### config.mk
export PLATFORM = sky130hd
export DESIGN_NAME = read_merge
export DESIGN_NICKNAME = d
export VERILOG_FILES = /design/src/common/bram_pkg.sv /design/src/logic/read_merge.sv
export SDC_FILE = /design/constraint.sdc
export NUM_CORES = 1
export LEC_CHECK = 0
export BUFFER_PORTS_ARGS = -buffer_cell sky130_fd_sc_hd__buf_2
export CAP_MARGIN = 10
export CORE_AREA = 5 5 70 72
export CTS_BUF_LIST = sky130_fd_sc_hd__clkbuf_16
export DETAILED_ROUTE_END_ITERATION = 7
export DIE_AREA = 0 0 75 77
export PLACE_DENSITY = 0.76
export SLEW_MARGIN = 0
export SYNTH_ARGS = -nofsm -noshare
export SYNTH_HDL_FRONTEND = slang
export SYNTH_SLANG_ARGS = --single-unit
### constraint.sdc
create_clock -name ram -period 1.5 [get_ports ram]
set_input_delay 0 -clock ram [delete_from_list [all_inputs] [get_ports ram]]
set_output_delay 0 -clock ram [all_outputs]
set_load 0.05 [all_outputs]
### src/common/bram_pkg.sv
`default_nettype none

package bram_pkg;

  // word geometry
  parameter int DATA_BYTES = 4;
  parameter int DATA_W     = DATA_BYTES * 8;
  parameter int ADDR_W     = 10;   // global word address

  // bank index needs at least one bit, even with a single bank
  function automatic int bidx_w(input int bank_bits);
    return (bank_bits > 0) ? bank_bits : 1;
  endfunction

  // write port request
  typedef struct packed {
    logic                  en;
    logic [ADDR_W-1:0]     addr;
    logic [DATA_W-1:0]     data;
    logic [DATA_BYTES-1:0] be;     // one per byte
  } wr_req_t;

  // read port request
  typedef struct packed {
    logic              en;
    logic [ADDR_W-1:0] addr;
  } rd_req_t;

  // read response, one cycle after the request
  typedef struct packed {
    logic                  valid;
    logic [DATA_W-1:0]     data;
    logic [DATA_BYTES-1:0] clash;  // bytes written in the same cycle
  } rd_rsp_t;

endpackage

`default_nettype wire
### src/logic/read_merge.sv
`timescale 1ns/10ps
`default_nettype none

module read_merge
  import bram_pkg::*;
#(
  parameter int BANK_BITS = 2,
  localparam int NBANK  = 1 << BANK_BITS,
  localparam int BIDX_W = bidx_w(BANK_BITS)
) (
  input  wire logic                                ram,
  input  wire logic                                i_rst_n,
  input  wire logic                                i_rd_go,
  input  wire logic [BIDX_W-1:0]                   i_rd_bank,
  input  wire logic [NBANK-1:0][DATA_W-1:0]        i_bank_rdata,
  input  wire logic [NBANK-1:0][DATA_BYTES-1:0]    i_bank_clash,
  output rd_rsp_t                                  o_rsp
);

  logic              go_q;
  logic [BIDX_W-1:0] bank_q;

  always_ff @(posedge ram) begin
    if (!i_rst_n) begin
      go_q <= 1'b0;
    end else begin
      go_q <= i_rd_go;   // one cycle pulse per read
    end
  end

  // which bank owns the pending read
  always_ff @(posedge ram) begin
    if (i_rd_go) begin
      bank_q <= i_rd_bank;
    end
  end

  // banks already hold registered data, so select without another stage
  always_comb begin
    o_rsp.valid = go_q;
    o_rsp.data  = i_bank_rdata[bank_q];
    o_rsp.clash = i_bank_clash[bank_q];
  end

  a_valid_src: assert property (
    @(posedge ram) disable iff (!i_rst_n)
    $rose(o_rsp.valid) |-> $past(i_rd_go)
  ) else $error("read_merge: response valid without a read");

endmodule

`default_nettype wire

# [Yosys cells after proc, flatten, opt, wreduce, memory -nomap -nowiden]
# Cells that the tools add are included.
[classes] order_cmp=1 n_mux=4
[ops] operator="binary-select mux 32 bit (select 2 bit)" count=1
[ops] operator="two-way mux 32 bit" count=1
[ops] operator="binary-select mux 4 bit (select 2 bit)" count=1
[ops] operator="two-way mux 4 bit" count=1
[ops] operator="less-than comparator 2 x 3 -> 1 bit (second input constant)" count=1
[word_totals] ff_bits=3 word_cells=7

# [Longest topological paths before layout]
# Gate-level depths: netlist (run 1).
[logic_depth] ltp_word=2 ltp_mapped=3 depth_no_buf=1

# [Worst setup path before layout (run 1)]
# No wires, ideal clock.
[synth_timing] path_type="register to output" start="reg bank_q[0]" end="out o_rsp[35] (netlist name)" arrival_time_ns=1.290 required_time_ns=1.500 setup_slack_ns=0.210 stages_incl_launch_ff=3 n_path_buf=1 cell_sequence="edfxtp_1 buf_6 mux4_1"
[synth_rtl] item="start: declaration" line="read_merge.sv:21" text="logic [BIDX_W-1:0] bank_q;"
[synth_rtl] item="start signal: assignment" line="read_merge.sv:34" text="bank_q <= i_rd_bank;"
[synth_rtl] item="end: declaration" line="read_merge.sv:17" text="output rd_rsp_t o_rsp"

==> out/metrics.yaml, run 1 <==
final_util_pct: 56.4
dp.cells: 281
cts-root-buf: "clkbuf_16"
required_ns: 1.50
grt_util_all_layers_pct: 18.6
worstSetupStartpointType: "flop"
drv_slew: 0
start_util_pct: 24.1
hold_slack_ns: 0.0168
synth-edff-count: 2
endpoint: "o_rsp[17]"
min_period_ns: 1.59
routed_via_density: 4.99
crit_fanout: 8
yosysMostFrequentCell: "mux4_2"
regArea_um2: 80.1
swShare_pct: 42.6
drt_iter0_markers: 38
ys_async_sr_fraction_pct: 0
synthesis.nets: 198
multi_input_area_um2: 817
layout.nets: 390
min_path_type: "in2reg"
ys_top_cells_by_area: "mux4_2, mux4_1, buf_12"
synth_top_area_cell: "mux4_2"
synthFlopType: "edfxtp_1"
grt_max_degree: 37
total_power_mw: 1.87
gr-total-overflow: 0
startpoint: "bank_q[0]"
ios: 186
wl_um: 5540
status: "finished with violations"
crit_arrival_ns: 1.59
instances_no_fill: 292
die_h_um: 77
rsz0062_at_grt: "true"
syn_to_final_growth_pct: 134
drv_cap: 0
drcViolationCount: 0
drive_gt1_share_pct: 96.7
placementRows: 24
crit_path_end_kind: "primary output"
clock_sinks: 3
finalSetupViolCount: 36
finalHoldViolCount: 0
clockPowerShare_pct: 22.6
vias: 1457
p_leak_nw: 1.20
max_freq_mhz: 629
antenna_cells: 0
violations: "setup timing"
n_fill_cell: 338
htree_num_levels: 1
dr.pass1.iters: 4
cts_buffers: 3
cts.path.max_buffers: 2
path_clk_slew_ns: 0.03
seq_area_frac_synth_pct: 7.86
synth_seq_cells: 3
port-buffer-count: 185
drtAntennaViolNets: 0
p_switching_mw: 0.798
synth_cells: 49
avgSynthCellArea_um2: 20.8
worst_slack_ns: -0.0909
grt_pass1_wl_um: 8110
combPwrFrac_pct: 72.1
cts_tree: "built"
synth_top_area_share_pct: 66.3
grt_pass1_vias: 1754
intPower_mw: 1.08
die_area_um2: 5780
power_density_nw_per_um2: 785
wl_per_cell_um: 19.0
critPathKind: "reg2out"
synth_common_cells: "mux4_2, mux4_1, buf_12, buf_2, edfxtp_1"
synth.distinct_cells: 10
worstMarginPinSlew_ns: 0.262
die_w_um: 75
ys_warn_count: 0
place.gp.congestion: 0.823
antenna_found_initial: 0
dpl.hpwl_um: 4480
period_share_pct: 106
ir_drop_uv: 769
seqPwrFrac_pct: 5.3
core_area_um2: 4230
syn_area_um2: 1020
max-slew-margin-rel_pct: 82.7
-- layout by cell type (no fill, tap or decap) --
| cell | netlist | layout |
|---|---|---|
| mux4_2 | 30 | 36 |
| buf_6 | 1 | 34 |
| buf_2 | 3 | 149 |
| buf_12 | 3 | 4 |
| buf_16 | 0 | 2 |
| dlygate4sd3_1 | 0 | 3 |
| buf_4 | 1 | 1 |
| inv_1 | 0 | 1 |
| clkbuf_16 | 0 | 3 |
| buf_8 | 0 | 3 |
| dfxtp_1 | 1 | 1 |
| and2_1 | 1 | 1 |
| edfxtp_1 | 2 | 2 |
-- how the worst min path moves through the flow --
stage / startpoint / end / slack (ns) / depth (start not counted)
after floorplan: i_rd_bank[0] / bank_q[0] / 0.1 / 0
after global placement: i_rd_bank[1] / bank_q[1] / 0.18 / 1
after global routing: i_rd_go / bank_q[1] / 0.02 / 1
after detailed placement: i_rd_bank[1] / bank_q[1] / 0.19 / 1
after CTS: i_rd_go / bank_q[1] / 0.02 / 1
final: i_rd_go / bank_q[1] / 0.02 / 1
-- cell families after synthesis --
kind of cell           after synthesis  synth area share [%]
AND/OR/NAND/NOR                      1                 0.615
buffers and inverters                9                  9.70
flip-flops                           3                  7.86
multiplexers                        36                  81.8
-- worst max-delay path: stages, from the launching register on --
cell      delay (ns)
edfxtp_1        0.35
buf_6           0.16
buf_12          0.14
mux4_2          0.52
buf_6           0.18
-- state kept, by name, summed over array words and instances (netlist names) --
register,cells
bank_q,2
go_q,1
-- per-stage QoR --
step	instance area (µm²)	setup TNS, ns	setup WS, ns
floorplan	1020	0	0.210
global placement	1970	0	0.0989
detailed placement	1970	0	0.0627
CTS	2380	-2.40	-0.0912
global route	2390	-3.86	-0.142
finish	2390	-2.14	-0.0909
-- power groups by stage --
stage	combinational (mW)	sequential, mW	clock (mW)
after floorplan	0.785	0.0977	0
after global placement	1.08	0.101	0
after detailed placement	1.09	0.102	0
after CTS	1.35	0.0989	0.426
after global routing	1.41	0.0993	0.437
final	1.35	0.0989	0.424
-- cell type report --
type,count,area share (%)
Timing Repair Buffer,196,56.4
Clock buffer,3,3.14
Clock inverter,1,0.157
Multi-Input combinational cell,37,34.2
Sequential cell,3,3.35
Tap cell,52,2.73
-- layer usage --
metal | global-route usage (%) | wire, µm | vias to the layer above
li1 | - | - | 630
met1 | 16.8 | 1540 | 679
met2 | 36.1 | 3080 | 128
met3 | 4.97 | 751 | 20
met4 | 8.19 | 172 | 0
met5 | 0 | 0 | -
-- what timing repair did --
item | CTS | global route
hold endpoints to repair | 3 | 0
setup buffers | 2 | 0
gates cloned | 2 | 0
hold buffers | 3 | 0
setup endpoints to repair | 36 | 36
resized for setup | 89 | 1
No activity file was read; power rests on OpenSTA's default activity.
==> run 2, diff against run 1 <==
==> constraint.sdc (replaced) <==
create_clock -name ram -period 1.5 [get_ports ram]
set_input_delay 0.3 -clock ram [delete_from_list [all_inputs] [get_ports ram]]
set_output_delay 0.3 -clock ram [all_outputs]
set_load 0.05 [all_outputs]
==> out/metrics.yaml, run 2 (synthesis results as in run 1) <==
grt_use_met2_pct: 34.8
power_density_nw_per_um2: 790
layout.nets: 388
dpl_cell_area_um2: 1970
cts-root-buf: "clkbuf_16"
die_area_um2: 5780
min_period_ns: 1.86
wl_per_cell_um: 18.7
cts_tree: "built"
ios: 186
routed_via_density: 4.89
max-slew-margin-rel_pct: 82.6
drcViolationCount: 0
cts_buffers: 3
drv_cap: 0
violations: "setup timing"
syn_to_final_growth_pct: 131
cts.path.max_buffers: 2
gr-total-overflow: 0
die_h_um: 77
start_util_pct: 24.1
n_fill_cell: 353
rsz0062_at_grt: "true"
grt_most_used_layer: "met2"
die_w_um: 75
grt_pass1_wl_um: 7900
combPwrFrac_pct: 72.1
wl_um: 5420
grt_pass1_vias: 1691
placementRows: 24
swShare_pct: 42.6
fin_area_um2: 2350
worst_slack_ns: -0.357
antenna_cells: 0
top_register: "bank_q"
min_path_type: "in2reg"
instances_no_fill: 290
drt_iter0_markers: 56
core_area_um2: 4230
required_ns: 1.20
p_switching_mw: 0.793
intPower_mw: 1.07
worstSetupStartpointType: "flop"
p_leak_nw: 1.19
status: "finished with violations"
grtUsageMet3_pct: 5.88
critPathKind: "reg2out"
crit_fanout: 8
vias: 1419
layout_common_cells: "buf_2, mux4_2, buf_6"
place.gp.congestion: 0.815
clockPowerShare_pct: 22.5
period_share_pct: 124
postCtsHoldBufs: 0
antenna_found_initial: 0
drv_slew: 0
finalSetupViolCount: 36
grtUsageMet1_pct: 16.3
path_clk_slew_ns: 0.03
drive_gt1_share_pct: 97.9
grt_util_all_layers_pct: 17.7
worstMarginPinSlew_ns: 0.262
crit_arrival_ns: 1.56
clock_sinks: 3
finalHoldViolCount: 0
grt_max_degree: 27
htree_num_levels: 1
dp.cells: 282
max_freq_mhz: 539
total_power_mw: 1.86
port-buffer-count: 185
biggestRegsByFlops: "bank_q x2, go_q x1"
largest_reg_flops: 2
final_common_cell: "buf_2"
seqPwrFrac_pct: 5.4
drtAntennaViolNets: 0
crit_path_end_kind: "primary output"
dr.pass1.iters: 4
setup_tns_ns: -11.96
final_util_pct: 55.6
ir_drop_uv: 1030
-- run 2: cell count changes in the layout (fill, tap and decap cells not counted), sizes merged --
cell	previous run	this run
clkbuf	3	4
dlygate4sd3	3	0
-- run 2: stage by stage --
stage / worst slack, ns / hold WS (ns)
6_report: -0.357 / 0.255
5_1_grt: -0.427 / 0.253
4_1_cts: -0.369 / 0.254
3_5_place_dp: -0.249 / 0.480
3_3_place_gp: -0.203 / 0.480
2_1_floorplan: -0.0903 / 0.399
-- run 2: power groups by stage --
| stage | registers, mW | logic [mW] | clock network (mW) |
|---|---|---|---|
| after floorplan | 0.0977 | 0.785 | 0 |
| after global placement | 0.102 | 1.08 | 0 |
| after detailed placement | 0.102 | 1.09 | 0 |
| after CTS | 0.0998 | 1.33 | 0.425 |
| after global routing | 0.101 | 1.40 | 0.431 |
| final | 0.0995 | 1.34 | 0.419 |
-- run 2: final cells by class --
cell class                 count  area (µm²)  share of cell area, %
clock inverter                 1        3.75                  0.159
tap                           52        65.1                   2.76
clock buffer                   3        75.1                   3.19
multi-input combinational     37         817                   34.7
timing repair buffer         194        1310                   55.8
sequential                     3        80.1                   3.40
-- run 2: final timing paths --
check        end  cells past startpoint  slack (ns)         start
min    bank_q[0]                      1        0.26  i_rd_bank[0]
max     o_rsp[3]                      4       -0.36     bank_q[0]
-- run 2: per-layer routing --
layer	part of all wire, %	up-vias
li1	-	628
met1	28	656
met2	56	121
met3	14	14
met4	2.1	0
met5	0	-
-- run 2: what timing repair did --
action	in CTS	in global routing
endpoints found under the setup margin	36	36
setup buffers	2	1
cloned	1	1
resized for setup	88	4
-- run 2: critical path, cell delays in order, from the launching register on --
cell	delay, ns
edfxtp_1	0.35
buf_6	0.14
buf_12	0.14
mux4_2	0.54
buf_8	0.17
==> run 3, diff against run 2 <==
CELL_PAD_IN_SITES_DETAIL_PLACEMENT = 1   (was default)
CELL_PAD_IN_SITES_GLOBAL_PLACEMENT = 2   (was default)
CORE_AREA = default   (was 5 5 70 72)
CORE_MARGIN = 5   (was default)
CORE_UTILIZATION = 12   (was default)
DIE_AREA = default   (was 0 0 75 77)
GPL_TIMING_DRIVEN = 0   (was default)
PLACE_DENSITY = default   (was 0.76)
PLACE_DENSITY_LB_ADDON = 0.1   (was default)
==> out/metrics.yaml, run 3 (synthesis results as in run 1) <==
port-buffer-count: 185
status: "finished with violations"
drcViolationCount: 0
worstMarginPinSlew_ns: 0.245
ios: 186
largest_reg_flops: 2
vias: 1399
crit_fanout: 10
critPathKind: "reg2out"
required_ns: 1.20
cts.path.max_buffers: 2
crit_path_end_kind: "primary output"
instances_no_fill: 347
drv_cap: 0
finalSetupViolCount: 36
finalHoldViolCount: 0
crit_arrival_ns: 1.59
path_clk_slew_ns: 0.03
crit_family: "multiplexers"
placementRows: 33
place.gp.congestion: 0.681
top_register: "bank_q"
dp.cells: 339
start_util_pct: 12.3
wl_um: 5980
core_area_um2: 8260
cts_tree: "built"
period_share_pct: 126
dpl.hpwl_um: 5460
dr.pass1.iters: 3
drtAntennaViolNets: 0
crit_slowest_cell: "mux4_2"
clock_sinks: 3
slowest_delay_ns: 0.52
grt_util_all_layers_pct: 10.7
die_w_um: 102
biggestRegsByFlops: "bank_q x2, go_q x1"
place_ws_ns: -0.237
worstSetupStartpointType: "flop"
min_period_ns: 1.89
layout_common_cells: "buf_2, mux4_2, buf_6"
ir_drop_uv: 536
die_area_um2: 10400
layout.nets: 392
max_freq_mhz: 530
max-slew-margin-rel_pct: 83.7
rsz0062_at_grt: "true"
wl_per_cell_um: 17.2
power_density_nw_per_um2: 763
htree_num_levels: 1
min_path_type: "in2reg"
syn_to_final_growth_pct: 137
routed_via_density: 4.03
gr-total-overflow: 0
cts_buffers: 3
worst_slack_ns: -0.386
regArea_um2: 80.1
setup_tns_ns: -13.09
path_buf_inv: 3
final_common_cell: "buf_2"
drt_iter0_markers: 6
antenna_found_initial: 0
postCtsHoldBufs: 0
multi_input_area_um2: 817
n_fill_cell: 973
drive_gt1_share_pct: 97.9
crit_chain: "buf_8 -> buf_12 -> mux4_2 -> buf_6"
p_leak_nw: 1.19
die_h_um: 102
grt_pass1_wl_um: 8780
cts-root-buf: "clkbuf_16"
grt_max_degree: 11
grt_pass1_vias: 1651
antenna_cells: 0
violations: "setup timing"
drv_slew: 0
run 3: cell count changes in the layout (fill, tap and decap cells not counted):
cell,previous run,this run
buf_4,2,6
buf_12,5,3
buf_6,34,35
buf_8,3,4
clkbuf_16,4,3
clkbuf_2,0,1
run 3: layout make-up:
| type | count | area share [%] |
|---|---|---|
| Buffer | 9 | 4.55 |
| Sequential cell | 3 | 3.31 |
| Tap cell | 105 | 5.43 |
| Multi-Input combinational cell | 37 | 33.8 |
| Clock inverter | 1 | 0.155 |
| Clock buffer | 3 | 3.11 |
| Timing Repair Buffer | 189 | 49.6 |
run 3: final timing paths:
| kind | start | slack (ns) | endpoint | cells past startpoint |
|---|---|---|---|---|
| max | bank_q[0] | -0.39 | o_rsp[8] | 4 |
| min | i_rd_bank[0] | 0.25 | bank_q[0] | 1 |
run 3: metal layers:
layer  track usage [%]  vias up  share of wire [%]
li1                  -      635                  -
met4              1.72        0                1.0
met3              3.41        4                 12
met2              20.6       89                 55
met5                 0        -                  0
met1              11.6      671                 32
run 3: repair_timing:
action                                 in CTS  in global routing
setup endpoints to repair                  36                 36
endpoints found under the hold margin       0                  0
buffers inserted                            2                  2
resized for setup                          82                  6
gates cloned                                1                  0
run 3: per-stage QoR:
| stage | cell area [µm²] | utilization, % | total power [mW] | hold WS (ns) |
|---|---|---|---|---|
| 6_report | 2420 | 29.3 | 1.84 | 0.254 |
| 3_5_place_dp | 2080 | 25.1 | 1.23 | 0.482 |
| 3_3_place_gp | 2080 | 25.1 | 1.22 | 0.480 |
| 2_1_floorplan | 1020 | - | 0.882 | 0.399 |
| 5_1_grt | 2420 | 29.3 | 1.93 | 0.253 |
| 4_1_cts | 2440 | 29.5 | 1.87 | 0.251 |
run 3: report_power, final:
part	switching (mW)	internal, mW	total (mW)
logic	0.709	0.622	1.33
registers	0.00249	0.0953	0.0978
clock network	0.0712	0.344	0.415
